<file path="src/common/exu_macros.svh">
// execute stage widths and counts
// shared by the RTL and the testbench
`ifndef EXU_MACROS_SVH
`define EXU_MACROS_SVH

// data path width
`define EXU_XLEN 32

// register file address width
`define EXU_REG_ADDR_W 5

// one multiply/divide step per cycle, one bit per step
`define EXU_MULDIV_STEPS 32

// instruction size, used for the link value
`define EXU_PC_STEP 4

`endif

</file>
<file path="src/common/exu_pkg.sv">
// execute stage types
// opcode, unit class and multiply/divide FSM encodings
package exu_pkg;

    // decoded operation, one per supported instruction
    typedef enum logic [4:0] {
        OP_NONE  = 5'd0,
        OP_ADD   = 5'd1,
        OP_SUB   = 5'd2,
        OP_SLL   = 5'd3,
        OP_SLT   = 5'd4,
        OP_SLTU  = 5'd5,
        OP_XOR   = 5'd6,
        OP_SRL   = 5'd7,
        OP_SRA   = 5'd8,
        OP_OR    = 5'd9,
        OP_AND   = 5'd10,
        OP_LUI   = 5'd11,
        OP_AUIPC = 5'd12,
        OP_JAL   = 5'd13,
        OP_JALR  = 5'd14,
        OP_BEQ   = 5'd15,
        OP_BNE   = 5'd16,
        OP_BLT   = 5'd17,
        OP_BGE   = 5'd18,
        OP_BLTU  = 5'd19,
        OP_BGEU  = 5'd20,
        OP_MUL   = 5'd21,
        OP_MULHU = 5'd22,
        OP_DIVU  = 5'd23,
        OP_REMU  = 5'd24
    } exu_op_e;

    typedef enum logic [1:0] {
        UNIT_NONE,
        UNIT_ALU,
        UNIT_BRU,
        UNIT_MULDIV
    } exu_unit_e;

    typedef enum logic [1:0] {
        MD_IDLE,
        MD_MUL,
        MD_DIV,
        MD_DONE
    } muldiv_state_e;

endpackage

</file>
<file path="src/common/muldiv_if.sv">
// multiply/divide request and result bus
// dispatch issues, the iterative unit computes, commit writes back
`include "exu_macros.svh"

interface muldiv_if;
    import exu_pkg::*;

    // request side
    logic                       start;
    logic                       kill;
    exu_op_e                    op;
    logic [`EXU_XLEN-1:0]       op_a;
    logic [`EXU_XLEN-1:0]       op_b;
    logic [`EXU_REG_ADDR_W-1:0] rd;

    // result side
    logic                       busy;
    logic                       done;
    logic [`EXU_XLEN-1:0]       result_data;
    logic [`EXU_REG_ADDR_W-1:0] done_rd;

    modport issue (output start, kill, op, op_a, op_b, rd, input busy);
    modport unit (input start, kill, op, op_a, op_b, rd,
                  output busy, done, result_data, done_rd);
    modport result (input busy, done, result_data, done_rd);

endinterface

</file>
<file path="src/design/exu_dispatch.sv">
// instruction dispatch
// sorts the opcode into a unit class, picks the second ALU operand
// and issues multiply/divide requests to the iterative unit
`include "exu_macros.svh"

module exu_dispatch (
    input  logic                       valid_i,
    input  exu_pkg::exu_op_e           op_i,
    input  logic [`EXU_XLEN-1:0]       rs1_i,
    input  logic [`EXU_XLEN-1:0]       rs2_i,
    input  logic [`EXU_XLEN-1:0]       imm_i,
    input  logic                       use_imm_i,
    input  logic [`EXU_REG_ADDR_W-1:0] rd_i,
    input  logic                       int_assert_i,
    output exu_pkg::exu_unit_e         unit_o,
    output logic [`EXU_XLEN-1:0]       op_b_o,
    muldiv_if.issue                    md
);
    import exu_pkg::*;

    exu_unit_e unit_dec;

    always_comb begin
        case (op_i)
            OP_ADD, OP_SUB, OP_SLL, OP_SLT, OP_SLTU, OP_XOR,
            OP_SRL, OP_SRA, OP_OR, OP_AND, OP_LUI, OP_AUIPC: unit_dec = UNIT_ALU;
            OP_JAL, OP_JALR, OP_BEQ, OP_BNE,
            OP_BLT, OP_BGE, OP_BLTU, OP_BGEU:                unit_dec = UNIT_BRU;
            OP_MUL, OP_MULHU, OP_DIVU, OP_REMU:              unit_dec = UNIT_MULDIV;
            default:                                         unit_dec = UNIT_NONE;
        endcase
    end

    // valid_i is ignored while a multiply/divide is in flight
    assign unit_o = (valid_i && !md.busy) ? unit_dec : UNIT_NONE;

    assign op_b_o = use_imm_i ? imm_i : rs2_i;

    // an interrupt cancels the running op and blocks a new one
    assign md.start = (unit_o == UNIT_MULDIV) && !int_assert_i;
    assign md.kill  = int_assert_i;

    // multiply/divide always takes both register operands
    assign md.op   = op_i;
    assign md.op_a = rs1_i;
    assign md.op_b = rs2_i;
    assign md.rd   = rd_i;

endmodule

</file>
<file path="src/design/exu_alu.sv">
// single-cycle integer ALU
// register/register and register/immediate ops, LUI and AUIPC
`include "exu_macros.svh"

module exu_alu (
    input  exu_pkg::exu_op_e     op_i,
    input  logic [`EXU_XLEN-1:0] pc_i,
    input  logic [`EXU_XLEN-1:0] op_a_i,
    input  logic [`EXU_XLEN-1:0] op_b_i,
    input  logic [`EXU_XLEN-1:0] imm_i,
    output logic [`EXU_XLEN-1:0] result_o
);
    import exu_pkg::*;

    logic [4:0] shamt;
    logic       lt_signed;
    logic       lt_unsigned;

    // only the low five bits count for a shift
    assign shamt       = op_b_i[4:0];
    assign lt_signed   = $signed(op_a_i) < $signed(op_b_i);
    assign lt_unsigned = op_a_i < op_b_i;

    always_comb begin
        case (op_i)
            OP_ADD:   result_o = op_a_i + op_b_i;
            OP_SUB:   result_o = op_a_i - op_b_i;
            OP_SLL:   result_o = op_a_i << shamt;
            OP_SLT:   result_o = {{(`EXU_XLEN-1){1'b0}}, lt_signed};
            OP_SLTU:  result_o = {{(`EXU_XLEN-1){1'b0}}, lt_unsigned};
            OP_XOR:   result_o = op_a_i ^ op_b_i;
            OP_SRL:   result_o = op_a_i >> shamt;
            OP_SRA:   result_o = $unsigned($signed(op_a_i) >>> shamt);
            OP_OR:    result_o = op_a_i | op_b_i;
            OP_AND:   result_o = op_a_i & op_b_i;
            // decoder already placed the upper immediate
            OP_LUI:   result_o = imm_i;
            OP_AUIPC: result_o = pc_i + imm_i;
            default:  result_o = '0;
        endcase
    end

endmodule

</file>
<file path="src/design/exu_bru.sv">
// branch unit
// evaluates branch conditions, forms the jump target
// and the link value for JAL/JALR
`include "exu_macros.svh"

module exu_bru (
    input  exu_pkg::exu_op_e     op_i,
    input  logic [`EXU_XLEN-1:0] pc_i,
    input  logic [`EXU_XLEN-1:0] rs1_i,
    input  logic [`EXU_XLEN-1:0] rs2_i,
    input  logic [`EXU_XLEN-1:0] imm_i,
    output logic                 taken_o,
    output logic                 jump_o,
    output logic [`EXU_XLEN-1:0] target_o,
    output logic [`EXU_XLEN-1:0] link_o
);
    import exu_pkg::*;

    logic [`EXU_XLEN-1:0] jalr_sum;

    always_comb begin
        case (op_i)
            OP_JAL, OP_JALR: taken_o = 1'b1;
            OP_BEQ:          taken_o = rs1_i == rs2_i;
            OP_BNE:          taken_o = rs1_i != rs2_i;
            OP_BLT:          taken_o = $signed(rs1_i) < $signed(rs2_i);
            OP_BGE:          taken_o = $signed(rs1_i) >= $signed(rs2_i);
            OP_BLTU:         taken_o = rs1_i < rs2_i;
            OP_BGEU:         taken_o = rs1_i >= rs2_i;
            default:         taken_o = 1'b0;
        endcase
    end

    // jumps write the link register, branches do not
    assign jump_o = (op_i == OP_JAL) || (op_i == OP_JALR);

    // JALR target is register relative with bit 0 cleared
    assign jalr_sum = rs1_i + imm_i;
    assign target_o = (op_i == OP_JALR) ? {jalr_sum[`EXU_XLEN-1:1], 1'b0} : pc_i + imm_i;

    assign link_o = pc_i + `EXU_XLEN'(`EXU_PC_STEP);

endmodule

</file>
<file path="src/design/exu_commit.sv">
// write-back and redirect merge
// picks the register write from the multiply/divide result, the ALU
// or the link value, drives the fetch redirect and the hold request,
// and applies the interrupt override
`include "exu_macros.svh"

module exu_commit (
    input  exu_pkg::exu_unit_e         unit_i,
    input  logic [`EXU_REG_ADDR_W-1:0] rd_i,
    input  logic [`EXU_XLEN-1:0]       alu_result_i,
    input  logic                       taken_i,
    input  logic                       jump_i,
    input  logic [`EXU_XLEN-1:0]       target_i,
    input  logic [`EXU_XLEN-1:0]       link_i,
    input  logic                       int_assert_i,
    input  logic [`EXU_XLEN-1:0]       int_addr_i,
    muldiv_if.result                   md,
    output logic                       reg_we_o,
    output logic [`EXU_REG_ADDR_W-1:0] reg_waddr_o,
    output logic [`EXU_XLEN-1:0]       reg_wdata_o,
    output logic                       jump_flag_o,
    output logic [`EXU_XLEN-1:0]       jump_addr_o,
    output logic                       hold_o
);
    import exu_pkg::*;

    logic                       wb_req;
    logic [`EXU_REG_ADDR_W-1:0] waddr;

    // finished multiply/divide wins over a single-cycle result
    assign waddr  = md.done ? md.done_rd : rd_i;
    assign wb_req = md.done || (unit_i == UNIT_ALU) || (unit_i == UNIT_BRU && jump_i);

    // x0 is never written
    assign reg_we_o    = wb_req && (waddr != '0) && !int_assert_i;
    assign reg_waddr_o = waddr;
    assign reg_wdata_o = md.done              ? md.result_data :
                         (unit_i == UNIT_ALU) ? alu_result_i   :
                                                link_i;

    assign jump_flag_o = int_assert_i || (unit_i == UNIT_BRU && taken_i);
    assign jump_addr_o = int_assert_i ? int_addr_i : target_i;

    // held from the issue cycle until the unit reports done
    assign hold_o = (unit_i == UNIT_MULDIV && !int_assert_i) || md.busy;

endmodule

</file>
<file path="src/muldiv/exu_muldiv.sv">
// iterative multiply/divide unit
// shift-add multiplier for MUL/MULHU and restoring divider for
// DIVU/REMU, one bit per cycle, one operation in flight
// the cycle after the last step latches the selected word,
// then done pulses for one cycle
`include "exu_macros.svh"

module exu_muldiv (
    input  logic clk,
    input  logic rst_n_i,
    muldiv_if.unit md
);
    import exu_pkg::*;

    localparam int CNT_W = $clog2(`EXU_MULDIV_STEPS + 1);
    localparam logic [CNT_W-1:0] LAST_CNT = CNT_W'(`EXU_MULDIV_STEPS);

    muldiv_state_e              state_q;
    logic [CNT_W-1:0]           cnt_q;
    exu_op_e                    op_q;
    logic [`EXU_REG_ADDR_W-1:0] rd_q;
    // hi/lo hold the product, or the remainder and quotient
    logic [`EXU_XLEN-1:0]       hi_q;
    logic [`EXU_XLEN-1:0]       lo_q;
    logic [`EXU_XLEN-1:0]       b_q;
    logic [`EXU_XLEN-1:0]       result_q;
    logic                       accept;
    logic                       running;
    logic                       last;
    logic                       low_word;
    logic [`EXU_XLEN:0]         mul_sum;
    logic [`EXU_XLEN:0]         div_shift;
    logic [`EXU_XLEN:0]         div_diff;

    assign running = (state_q == MD_MUL) || (state_q == MD_DIV);
    assign accept  = md.start && !running;
    assign last    = cnt_q == LAST_CNT;

    // multiply step adds the multiplicand when the low bit is set
    assign mul_sum = {1'b0, hi_q} + (lo_q[0] ? {1'b0, b_q} : '0);

    // divide step, a negative difference leaves the partial remainder
    assign div_shift = {hi_q, lo_q[`EXU_XLEN-1]};
    assign div_diff  = div_shift - {1'b0, b_q};

    assign low_word = (op_q == OP_MUL) || (op_q == OP_DIVU);

    always_ff @(posedge clk or negedge rst_n_i) begin
        if (!rst_n_i) begin
            state_q <= MD_IDLE;
            cnt_q   <= '0;
        end else if (md.kill) begin
            state_q <= MD_IDLE;
        end else begin
            case (state_q)
                MD_IDLE, MD_DONE: begin
                    if (md.start) begin
                        state_q <= (md.op == OP_MUL || md.op == OP_MULHU) ? MD_MUL : MD_DIV;
                        cnt_q   <= '0;
                    end else begin
                        state_q <= MD_IDLE;
                    end
                end
                MD_MUL, MD_DIV: begin
                    if (last) begin
                        state_q <= MD_DONE;
                    end else begin
                        cnt_q <= cnt_q + 1'b1;
                    end
                end
                default: state_q <= MD_IDLE;
            endcase
        end
    end

    always_ff @(posedge clk) begin
        if (accept) begin
            hi_q <= '0;
            lo_q <= md.op_a;
            b_q  <= md.op_b;
            op_q <= md.op;
            rd_q <= md.rd;
        end else if (running && !last) begin
            if (state_q == MD_MUL) begin
                {hi_q, lo_q} <= {mul_sum, lo_q[`EXU_XLEN-1:1]};
            end else if (!div_diff[`EXU_XLEN]) begin
                hi_q <= div_diff[`EXU_XLEN-1:0];
                lo_q <= {lo_q[`EXU_XLEN-2:0], 1'b1};
            end else begin
                hi_q <= div_shift[`EXU_XLEN-1:0];
                lo_q <= {lo_q[`EXU_XLEN-2:0], 1'b0};
            end
        end else if (running) begin
            result_q <= low_word ? lo_q : hi_q;
        end
    end

    assign md.busy        = running;
    assign md.done        = state_q == MD_DONE;
    assign md.result_data = result_q;
    assign md.done_rd     = rd_q;

endmodule

</file>
<file path="src/design/exu_top.sv">
// execute stage of a small RV32IM core
// takes one decoded instruction per cycle and produces the
// register write-back, the fetch redirect and the hold request
// an asserted interrupt overrides all of them
`include "exu_macros.svh"

module exu_top (
    input  logic                       clk,
    input  logic                       rst_n_i,
    input  logic                       valid_i,
    input  exu_pkg::exu_op_e           op_i,
    input  logic [`EXU_XLEN-1:0]       pc_i,
    input  logic [`EXU_XLEN-1:0]       rs1_i,
    input  logic [`EXU_XLEN-1:0]       rs2_i,
    input  logic [`EXU_XLEN-1:0]       imm_i,
    input  logic                       use_imm_i,
    input  logic [`EXU_REG_ADDR_W-1:0] rd_i,
    input  logic                       int_assert_i,
    input  logic [`EXU_XLEN-1:0]       int_addr_i,
    output logic                       reg_we_o,
    output logic [`EXU_REG_ADDR_W-1:0] reg_waddr_o,
    output logic [`EXU_XLEN-1:0]       reg_wdata_o,
    output logic                       jump_flag_o,
    output logic [`EXU_XLEN-1:0]       jump_addr_o,
    output logic                       hold_o
);
    import exu_pkg::*;

    exu_unit_e            unit;
    logic [`EXU_XLEN-1:0] op_b;
    logic [`EXU_XLEN-1:0] alu_result;
    logic                 bru_taken;
    logic                 bru_jump;
    logic [`EXU_XLEN-1:0] bru_target;
    logic [`EXU_XLEN-1:0] bru_link;

    muldiv_if md_bus ();

    exu_dispatch u_dispatch (
        .valid_i     (valid_i),
        .op_i        (op_i),
        .rs1_i       (rs1_i),
        .rs2_i       (rs2_i),
        .imm_i       (imm_i),
        .use_imm_i   (use_imm_i),
        .rd_i        (rd_i),
        .int_assert_i(int_assert_i),
        .unit_o      (unit),
        .op_b_o      (op_b),
        .md          (md_bus)
    );

    exu_alu u_alu (
        .op_i    (op_i),
        .pc_i    (pc_i),
        .op_a_i  (rs1_i),
        .op_b_i  (op_b),
        .imm_i   (imm_i),
        .result_o(alu_result)
    );

    exu_bru u_bru (
        .op_i    (op_i),
        .pc_i    (pc_i),
        .rs1_i   (rs1_i),
        .rs2_i   (rs2_i),
        .imm_i   (imm_i),
        .taken_o (bru_taken),
        .jump_o  (bru_jump),
        .target_o(bru_target),
        .link_o  (bru_link)
    );

    exu_muldiv u_muldiv (
        .clk    (clk),
        .rst_n_i(rst_n_i),
        .md     (md_bus)
    );

    exu_commit u_commit (
        .unit_i      (unit),
        .rd_i        (rd_i),
        .alu_result_i(alu_result),
        .taken_i     (bru_taken),
        .jump_i      (bru_jump),
        .target_i    (bru_target),
        .link_i      (bru_link),
        .int_assert_i(int_assert_i),
        .int_addr_i  (int_addr_i),
        .md          (md_bus),
        .reg_we_o    (reg_we_o),
        .reg_waddr_o (reg_waddr_o),
        .reg_wdata_o (reg_wdata_o),
        .jump_flag_o (jump_flag_o),
        .jump_addr_o (jump_addr_o),
        .hold_o      (hold_o)
    );

endmodule

</file>
<file path="config.mk">
export PLATFORM = sky130hd
export DESIGN_NAME = exu_top
export DESIGN_NICKNAME = d
export VERILOG_FILES = /design/src/common/exu_pkg.sv /design/src/common/muldiv_if.sv /design/src/design/exu_dispatch.sv /design/src/design/exu_alu.sv /design/src/design/exu_bru.sv /design/src/design/exu_commit.sv /design/src/muldiv/exu_muldiv.sv /design/src/design/exu_top.sv
export VERILOG_INCLUDE_DIRS = /design/src /design/src/common
export SDC_FILE = /design/constraint.sdc
export NUM_CORES = 1
export LEC_CHECK = 0
export BUFFER_PORTS_ARGS = -buffer_cell sky130_fd_sc_hd__buf_2
export CELL_PAD_IN_SITES_DETAIL_PLACEMENT = 1
export CELL_PAD_IN_SITES_GLOBAL_PLACEMENT = 2
export CORE_MARGIN = 2
export CORE_UTILIZATION = 36
export DETAILED_ROUTE_END_ITERATION = 12
export PLACE_DENSITY = 0.94
export SETUP_SLACK_MARGIN = 0.4
export SYNTH_ARGS = -nofsm -noshare
export SYNTH_HDL_FRONTEND = slang
export SYNTH_SLANG_ARGS = --single-unit
</file>
<file path="constraint.sdc">
create_clock -name clk -period 8.69 [get_ports clk]
set_clock_uncertainty 0.15 [all_clocks]
set_input_delay 1.738 -clock clk [delete_from_list [all_inputs] [get_ports clk]]
set_output_delay 1.738 -clock clk [all_outputs]
set_load 0.03 [all_outputs]
</file>
==> qor.yml, run 1 <==
peakVddDrop_v: 0.0001959
htreeDepth: 4
setup_tns_ns: 0
synth_ff_type: "edfxtp_1"
setup_violations: 0
dr_total_vias: 28780
core_area_um2: 68710
post-synth-top-count-cell: "nand2_1"
r2r-start: "u_muldiv.lo_q[0]"
hpwl_mm: 104.1
start_util_pct: 36.48
slew_viol_final: 0
switching_share_pct: 52.05
avgSynthCellArea_um2: 7.388
p_leak_nw: 11.87
die_h_um: 267.8
synth.area.top_cells: "ha_1, edfxtp_1, a21oi_1"
synth_edf_count: 105
area_growth_pct: 10.84
cts_hold_buf: 0
cp_data_arrival_time_ns: 5.98
clock_sinks: 145
root_buffer: "clkbuf_16"
power_frac_seq_pct: 22.6
p_comb_share_pct: 64.4
row_count: 96
ant_nets: 0
synth_seq_area_share_pct: 15.94
start_kind: "primary input"
maxCapViolCount: 0
drive_above_1_share_pct: 12.62
drt_wl_total_mm: 129.0
clkLatencyLatePin_ns: 0.44
initialDrtViolationCount: 2891
fp.dieW_um: 267.8
finalNetCount: 3989
grt_pass1_wl_mm: 188.0
max_freq_mhz: 127.2
period_needed_ns: 7.863
yosysWarnings: 0
whs_ns: 0.4092
tightestPinTransition_ns: 1.227
grt_antenna_before_repair: 5
ys_types: 96
r2r_slack_ns: 3.82
power_density_nw_per_um2: 209.7
final.period_utilization_pct: 90.49
switching_power_mw: 3.032
crit_start: "use_imm_i"
ys_ff_latch: 145
crit_type: "in2out"
relSlewSlack_pct: 18.22
numPortBuffers: 246
grt_max_degree: 83
cts_resized: 0
wire_per_inst_um: 28.81
ios: 247
numCtsBuffers: 17
p_int_mw: 2.792
hp-class: "reg2reg"
yosysTopAreaCellShare_pct: 13.93
critPathMaxStageDelay_ns: 0.53
synth_common_cells: "nand2_1, a21oi_1, ha_1"
cts_tree: "done"
grt_pass1_vias: 28350
r2r_cells: 13
worstReg2RegEnd: "u_muldiv.hi_q[28]"
finalHoldViolations: 0
clk_path_buf_depth: 2
crit_path_max_fanout: 47
power_frac_clock_pct: 13.0
path_clk_slew_ns: 0.07
path_common_cell: "o21ai_0"
first_pass_iters: 5
rsz0062_at_grt: "false"
synthCells: 3392
required_ns: 6.80
fp.dieArea_um2: 71740
synth_top_area_cell: "ha_1"
finalPower_mw: 5.824
endpoint: "reg_wdata_o[23]"
status: "complete, no violations"
track_usage_pct: 35.04
drc_errors: 0
netlist_area_um2: 25060
routed_via_density: 6.428
crit_chain: "buf_2 > buf_4 > nand2_1 > o21a_1 > ha_1 > o21ai_0 > a221oi_1 > and3_1 > a211oi_1 > buf_4 > o31a_1 > o21ai_0 > a221o_1 > o21ai_0 > a21oi_1 > buf_2"
cts_setup_buffers: 0
place_congestion: 1.060
postSynth.asyncResetShare_pct: 5.517
grt_overflow: 0
mappedNetlistNets: 3852
crit_slowest_cell: "o21ai_0"
critPathCaptureType: "primary output"
-- metal layers --
metal | vias to the layer above | global-route usage, % | part of all wire [%]
met4 | 2 | 15.13 | 4.7
li1 | 12830 | - | -
met2 | 1387 | 56.66 | 45
met3 | 255 | 5.287 | 8.5
met1 | 14310 | 46.33 | 42
met5 | - | 0 | 0.0078
-- power groups by stage --
stage | clock, mW | combinational (mW) | sequential, mW
after global placement | 0 | 3.56 | 1.30
after detailed placement | 0 | 3.63 | 1.31
after CTS | 0.758 | 3.68 | 1.30
after global routing | 0.781 | 4.04 | 1.33
after floorplan | 0 | 2.55 | 1.17
final | 0.755 | 3.75 | 1.32
-- metrics by stage --
step / cell area, um2 / utilization, % / worst slack [ns] / std cells
floorplan: 25060 / - / 0.9973 / 3392
global placement: 27190 / 39.57 / 0.9692 / 4441
detailed placement: 27190 / 39.57 / 0.8950 / 4441
CTS: 27770 / 40.42 / 0.9287 / 4473
global route: 27770 / 40.42 / 0.5357 / 4475
finish: 27780 / 40.43 / 0.8266 / 4477
-- kinds of logic (layout without fill, tap and decap cells) --
kind of cell / Yosys count / count (layout) / synth area share (%)
muxes: 185 / 185 / 8.208
buffers and inverters: 389 / 539 / 6.141
adders and majority gates: 285 / 285 / 14.41
xor gates and xnor gates: 145 / 145 / 5.172
other: 0 / 4 / 0
and+or+nand+nor: 1035 / 1035 / 18.75
DFF: 145 / 145 / 15.94
AOI/OAI and AO/OA: 1208 / 1208 / 31.39
-- final cells by class --
type	count	area, um2
Fill cell	8713	40930
Multi-Input combinational cell	2858	19590
Sequential cell	145	3994
Timing Repair Buffer	305	1674
Tap cell	931	1165
Inverter	202	763.2
Clock buffer	18	429.2
Clock inverter	14	153.9
Antenna cell	4	10.01
-- flip-flops by register name, indices dropped and copies added (netlist names) --
register,flops
u_muldiv.md.result_data,32
u_muldiv.state_q,2
u_muldiv.b_q,32
u_muldiv.hi_q,32
u_muldiv.md.done_rd,5
u_muldiv.lo_q,32
u_muldiv.cnt_q,6
u_muldiv.op_q,4
-- cells in the final DEF, fill, tap and decap left out, types with 12 or more instances in the layout --
cell / count
nand4_1: 28
nor3_1: 58
a221oi_1: 39
a31oi_1: 66
nand2b_1: 29
o21ai_0: 254
a21o_1: 83
nor2_1: 260
o21bai_1: 26
buf_2: 246
a221o_1: 14
a22oi_1: 21
edfxtp_1: 105
nand3_1: 81
or3_1: 13
o22ai_1: 46
nor4_1: 13
clkbuf_16: 17
o21a_1: 59
a2111oi_0: 14
mux2_2: 42
mux2i_1: 128
xor2_1: 56
and3_1: 33
inv_1: 196
buf_4: 59
a21oi_1: 304
nor2b_1: 27
dfxtp_1: 32
a211oi_1: 51
xnor2_1: 87
o31ai_1: 21
and2_1: 42
ha_1: 278
a21boi_0: 12
nand2_1: 400
o211ai_1: 62
-- how the worst min path moves through the flow --
stage / from / slack (ns) / to / cells after the start
after floorplan: u_muldiv.hi_q[5] / 0.31 / u_muldiv.hi_q[5] / 2
after global placement: u_muldiv.cnt_q[0] / 0.37 / u_muldiv.cnt_q[0] / 1
after detailed placement: u_muldiv.cnt_q[0] / 0.40 / u_muldiv.cnt_q[0] / 1
after CTS: u_muldiv.cnt_q[0] / 0.41 / u_muldiv.cnt_q[0] / 1
after global routing: u_muldiv.hi_q[0] / 0.44 / u_muldiv.hi_q[0] / 2
final: u_muldiv.cnt_q[0] / 0.41 / u_muldiv.cnt_q[0] / 1
-- critical path, delay by kind of cell --
kind	cells	cell delay [ns]
simple gates	2	0.32
fa+ha+maj	1	0.52
compound gates	9	2.37
buf+inv	4	0.99
Power figures use the tool's default switching activity.
==> inputs of run 2 (changes only) <==
--- a/config.mk
+++ b/config.mk
@@ -6,13 +6,14 @@
 export SDC_FILE = /design/constraint.sdc
 export NUM_CORES = 1
 export LEC_CHECK = 0
+export ABC_AREA = 1
 export BUFFER_PORTS_ARGS = -buffer_cell sky130_fd_sc_hd__buf_2
 export CELL_PAD_IN_SITES_DETAIL_PLACEMENT = 1
 export CELL_PAD_IN_SITES_GLOBAL_PLACEMENT = 2
 export CORE_MARGIN = 2
-export CORE_UTILIZATION = 36
+export CORE_UTILIZATION = 33
 export DETAILED_ROUTE_END_ITERATION = 12
-export PLACE_DENSITY = 0.94
+export PLACE_DENSITY = 0.95
 export SETUP_SLACK_MARGIN = 0.4
 export SYNTH_ARGS = -nofsm -noshare
 export SYNTH_HDL_FRONTEND = slang
==> qor.yml, run 2 <==
status: "complete, no violations"
root_buffer: "clkbuf_16"
synth_ff_type: "edfxtp_1"
peakVddDrop_v: 0.0001227
synth_seq_area_share_pct: 13.82
drt_wl_total_mm: 175.3
clock_sinks: 145
finalPower_mw: 5.411
ios: 247
numCtsBuffers: 17
place_congestion: 1.104
grt_overflow: 0
cts_resized: 0
r2r-start: "u_muldiv.lo_q[31]"
ys_ff_latch: 145
rsz0062_at_grt: "false"
clkLatencyLatePin_ns: 0.47
setup_violations: 0
final.period_utilization_pct: 93.72
setup_tns_ns: 0
path_common_cell: "nand2_1"
core_area_um2: 86750
slew_viol_final: 0
relSlewSlack_pct: 24.92
fp.dieArea_um2: 89930
row_count: 108
drc_errors: 0
multi_input_area_um2: 21340
synthCells: 5113
min-delay-start: "u_muldiv.cnt_q[0]"
mappedNetlistNets: 5573
dr_total_vias: 37700
first_pass_iters: 6
max_freq_mhz: 122.8
clk_path_buf_depth: 2
tightestPinTransition_ns: 1.125
maxCapViolCount: 0
routed_via_density: 5.865
drive_above_1_share_pct: 8.381
fp.dieW_um: 299.9
synth_top_area_cell: "nand2_1"
area_growth_pct: 9.458
crit_type: "in2out"
seq_area_um2: 3994
cts_setup_buffers: 0
power_density_nw_per_um2: 171.1
die_h_um: 299.9
finalHoldViolations: 0
netlist_area_um2: 28890
yosysTopAreaCellShare_pct: 19.07
start_kind: "primary input"
track_usage_pct: 37.55
crit_slowest_cell: "ha_1"
cts_hold_buf: 0
hpwl_mm: 146.4
hp-class: "reg2reg"
ant_nets: 0
cts_tree: "done"
synth_common_cells: "nand2_1, inv_1, nand3_1"
synth_edf_count: 105
wire_per_inst_um: 27.26
critPathCaptureType: "primary output"
post-synth-top-count-cell: "nand2_1"
grt_max_degree: 86
crit_chain: "buf_2 > buf_4 > o21ai_0 > ha_1 > inv_1 > nor3_1 > nand2_1 > nor2_1 > nor2_1 > nand3_1 > nand3_1 > nand4_1 > nand2_1 > nand2_1 > buf_2"
period_needed_ns: 8.144
critPathMaxStageDelay_ns: 0.62
synth.area.top_cells: "nand2_1, ha_1, edfxtp_1"
grt_pass1_vias: 36380
path_clk_slew_ns: 0.07
yosysWarnings: 0
initialDrtViolationCount: 4457
p_leak_nw: 16.20
final.fill_count: 12110
mostFrequentLayoutCells: "nand2_1, inv_1, nand3_1, nor2_1, a21oi_1"
crit_start: "use_imm_i"
cp_data_arrival_time_ns: 6.26
postSynth.asyncResetShare_pct: 5.517
crit_path_max_fanout: 33
grt_antenna_before_repair: 23
start_util_pct: 33.30
ys_types: 63
avgSynthCellArea_um2: 5.651
htreeDepth: 4
finalNetCount: 5709
placed_cell_area_um2: 31020
required_ns: 6.80
mostFrequentLayoutCell: "nand2_1"
grt_pass1_wl_mm: 247.9
fin_area_um2: 31620
numPortBuffers: 246
-- run 2: cell types whose count changed after synthesis, moves of 52 or more --
cell | before | now
a21o_1 | 83 | 17
a21oi_1 | 304 | 356
clkbuf_1 | 134 | 65
inv_1 | 198 | 702
mux2i_1 | 129 | 0
nand2_1 | 401 | 1468
nand3_1 | 81 | 611
nor2_1 | 266 | 469
o21ai_0 | 254 | 318
xnor2_1 | 87 | 25
-- run 2: worst paths after layout --
path	to	slack, ns	cells past startpoint
max	reg_wdata_o[31]	0.55	15
max in group asynchronous	u_muldiv.state_q[0]	7.25	1
min	u_muldiv.cnt_q[0]	0.38	1
max reg2reg	u_muldiv.hi_q[5]	4.78	17
min in group asynchronous	u_muldiv.cnt_q[2]	0.96	1
min reg2reg	u_muldiv.cnt_q[0]	0.38	1
-- run 2: power by group --
part	total, mW	internal, mW	switching (mW)
Sequential	1.05	0.862	0.184
Clock	0.754	0.400	0.354
Combinational	3.61	1.07	2.55
Total	5.41	2.33	3.08
-- run 2: routing by layer --
metal / share of wire (%) / up-vias / GRT usage (%)
li1: - / 17130 / -
met1: 41 / 18210 / 48.70
met2: 43 / 1927 / 58.80
met3: 8.8 / 425 / 5.918
met4: 7.0 / 14 / 22.23
met5: 0.056 / - / 0
-- run 2: per-stage QoR --
stage	utilization (%)	std cells	hold WS, ns	setup slack, ns
CTS	36.41	6417	0.3743	0.7097
floorplan	-	5113	0.3205	2.198
global placement	35.76	6385	0.3459	0.7944
detailed placement	35.76	6385	0.3661	0.7220
global route	36.43	6420	0.4270	0.4510
finish	36.45	6429	0.3765	0.5458
-- run 2: cells by family after synthesis --
| group | synth area share [%] |
|---|---|
| xor+xnor | 1.758 |
| compound gates | 18.50 |
| simple gates | 40.95 |
| flops | 13.82 |
| buf+inv | 12.47 |
| fa+ha+maj | 12.50 |
-- run 2: layout make-up --
cell class	instances	share of cell area, %
diodes	12	0.09496
clock buffers	19	1.369
clock inverters	13	0.4075
inverters	727	8.645
multi-input cells	4075	67.47
flip-flops and latches	145	12.63
well taps	1155	4.570
repair buffers	283	4.811
-- run 2: critical path, delay by kind of cell --
| kind | cells | cell delay, ns |
|---|---|---|
| AND/OR/NAND/NOR | 9 | 1.98 |
| buffers and inverters | 4 | 1.51 |
| adder cells (fa/ha/maj) | 1 | 0.62 |
| AO/OA/AOI/OAI | 1 | 0.34 |
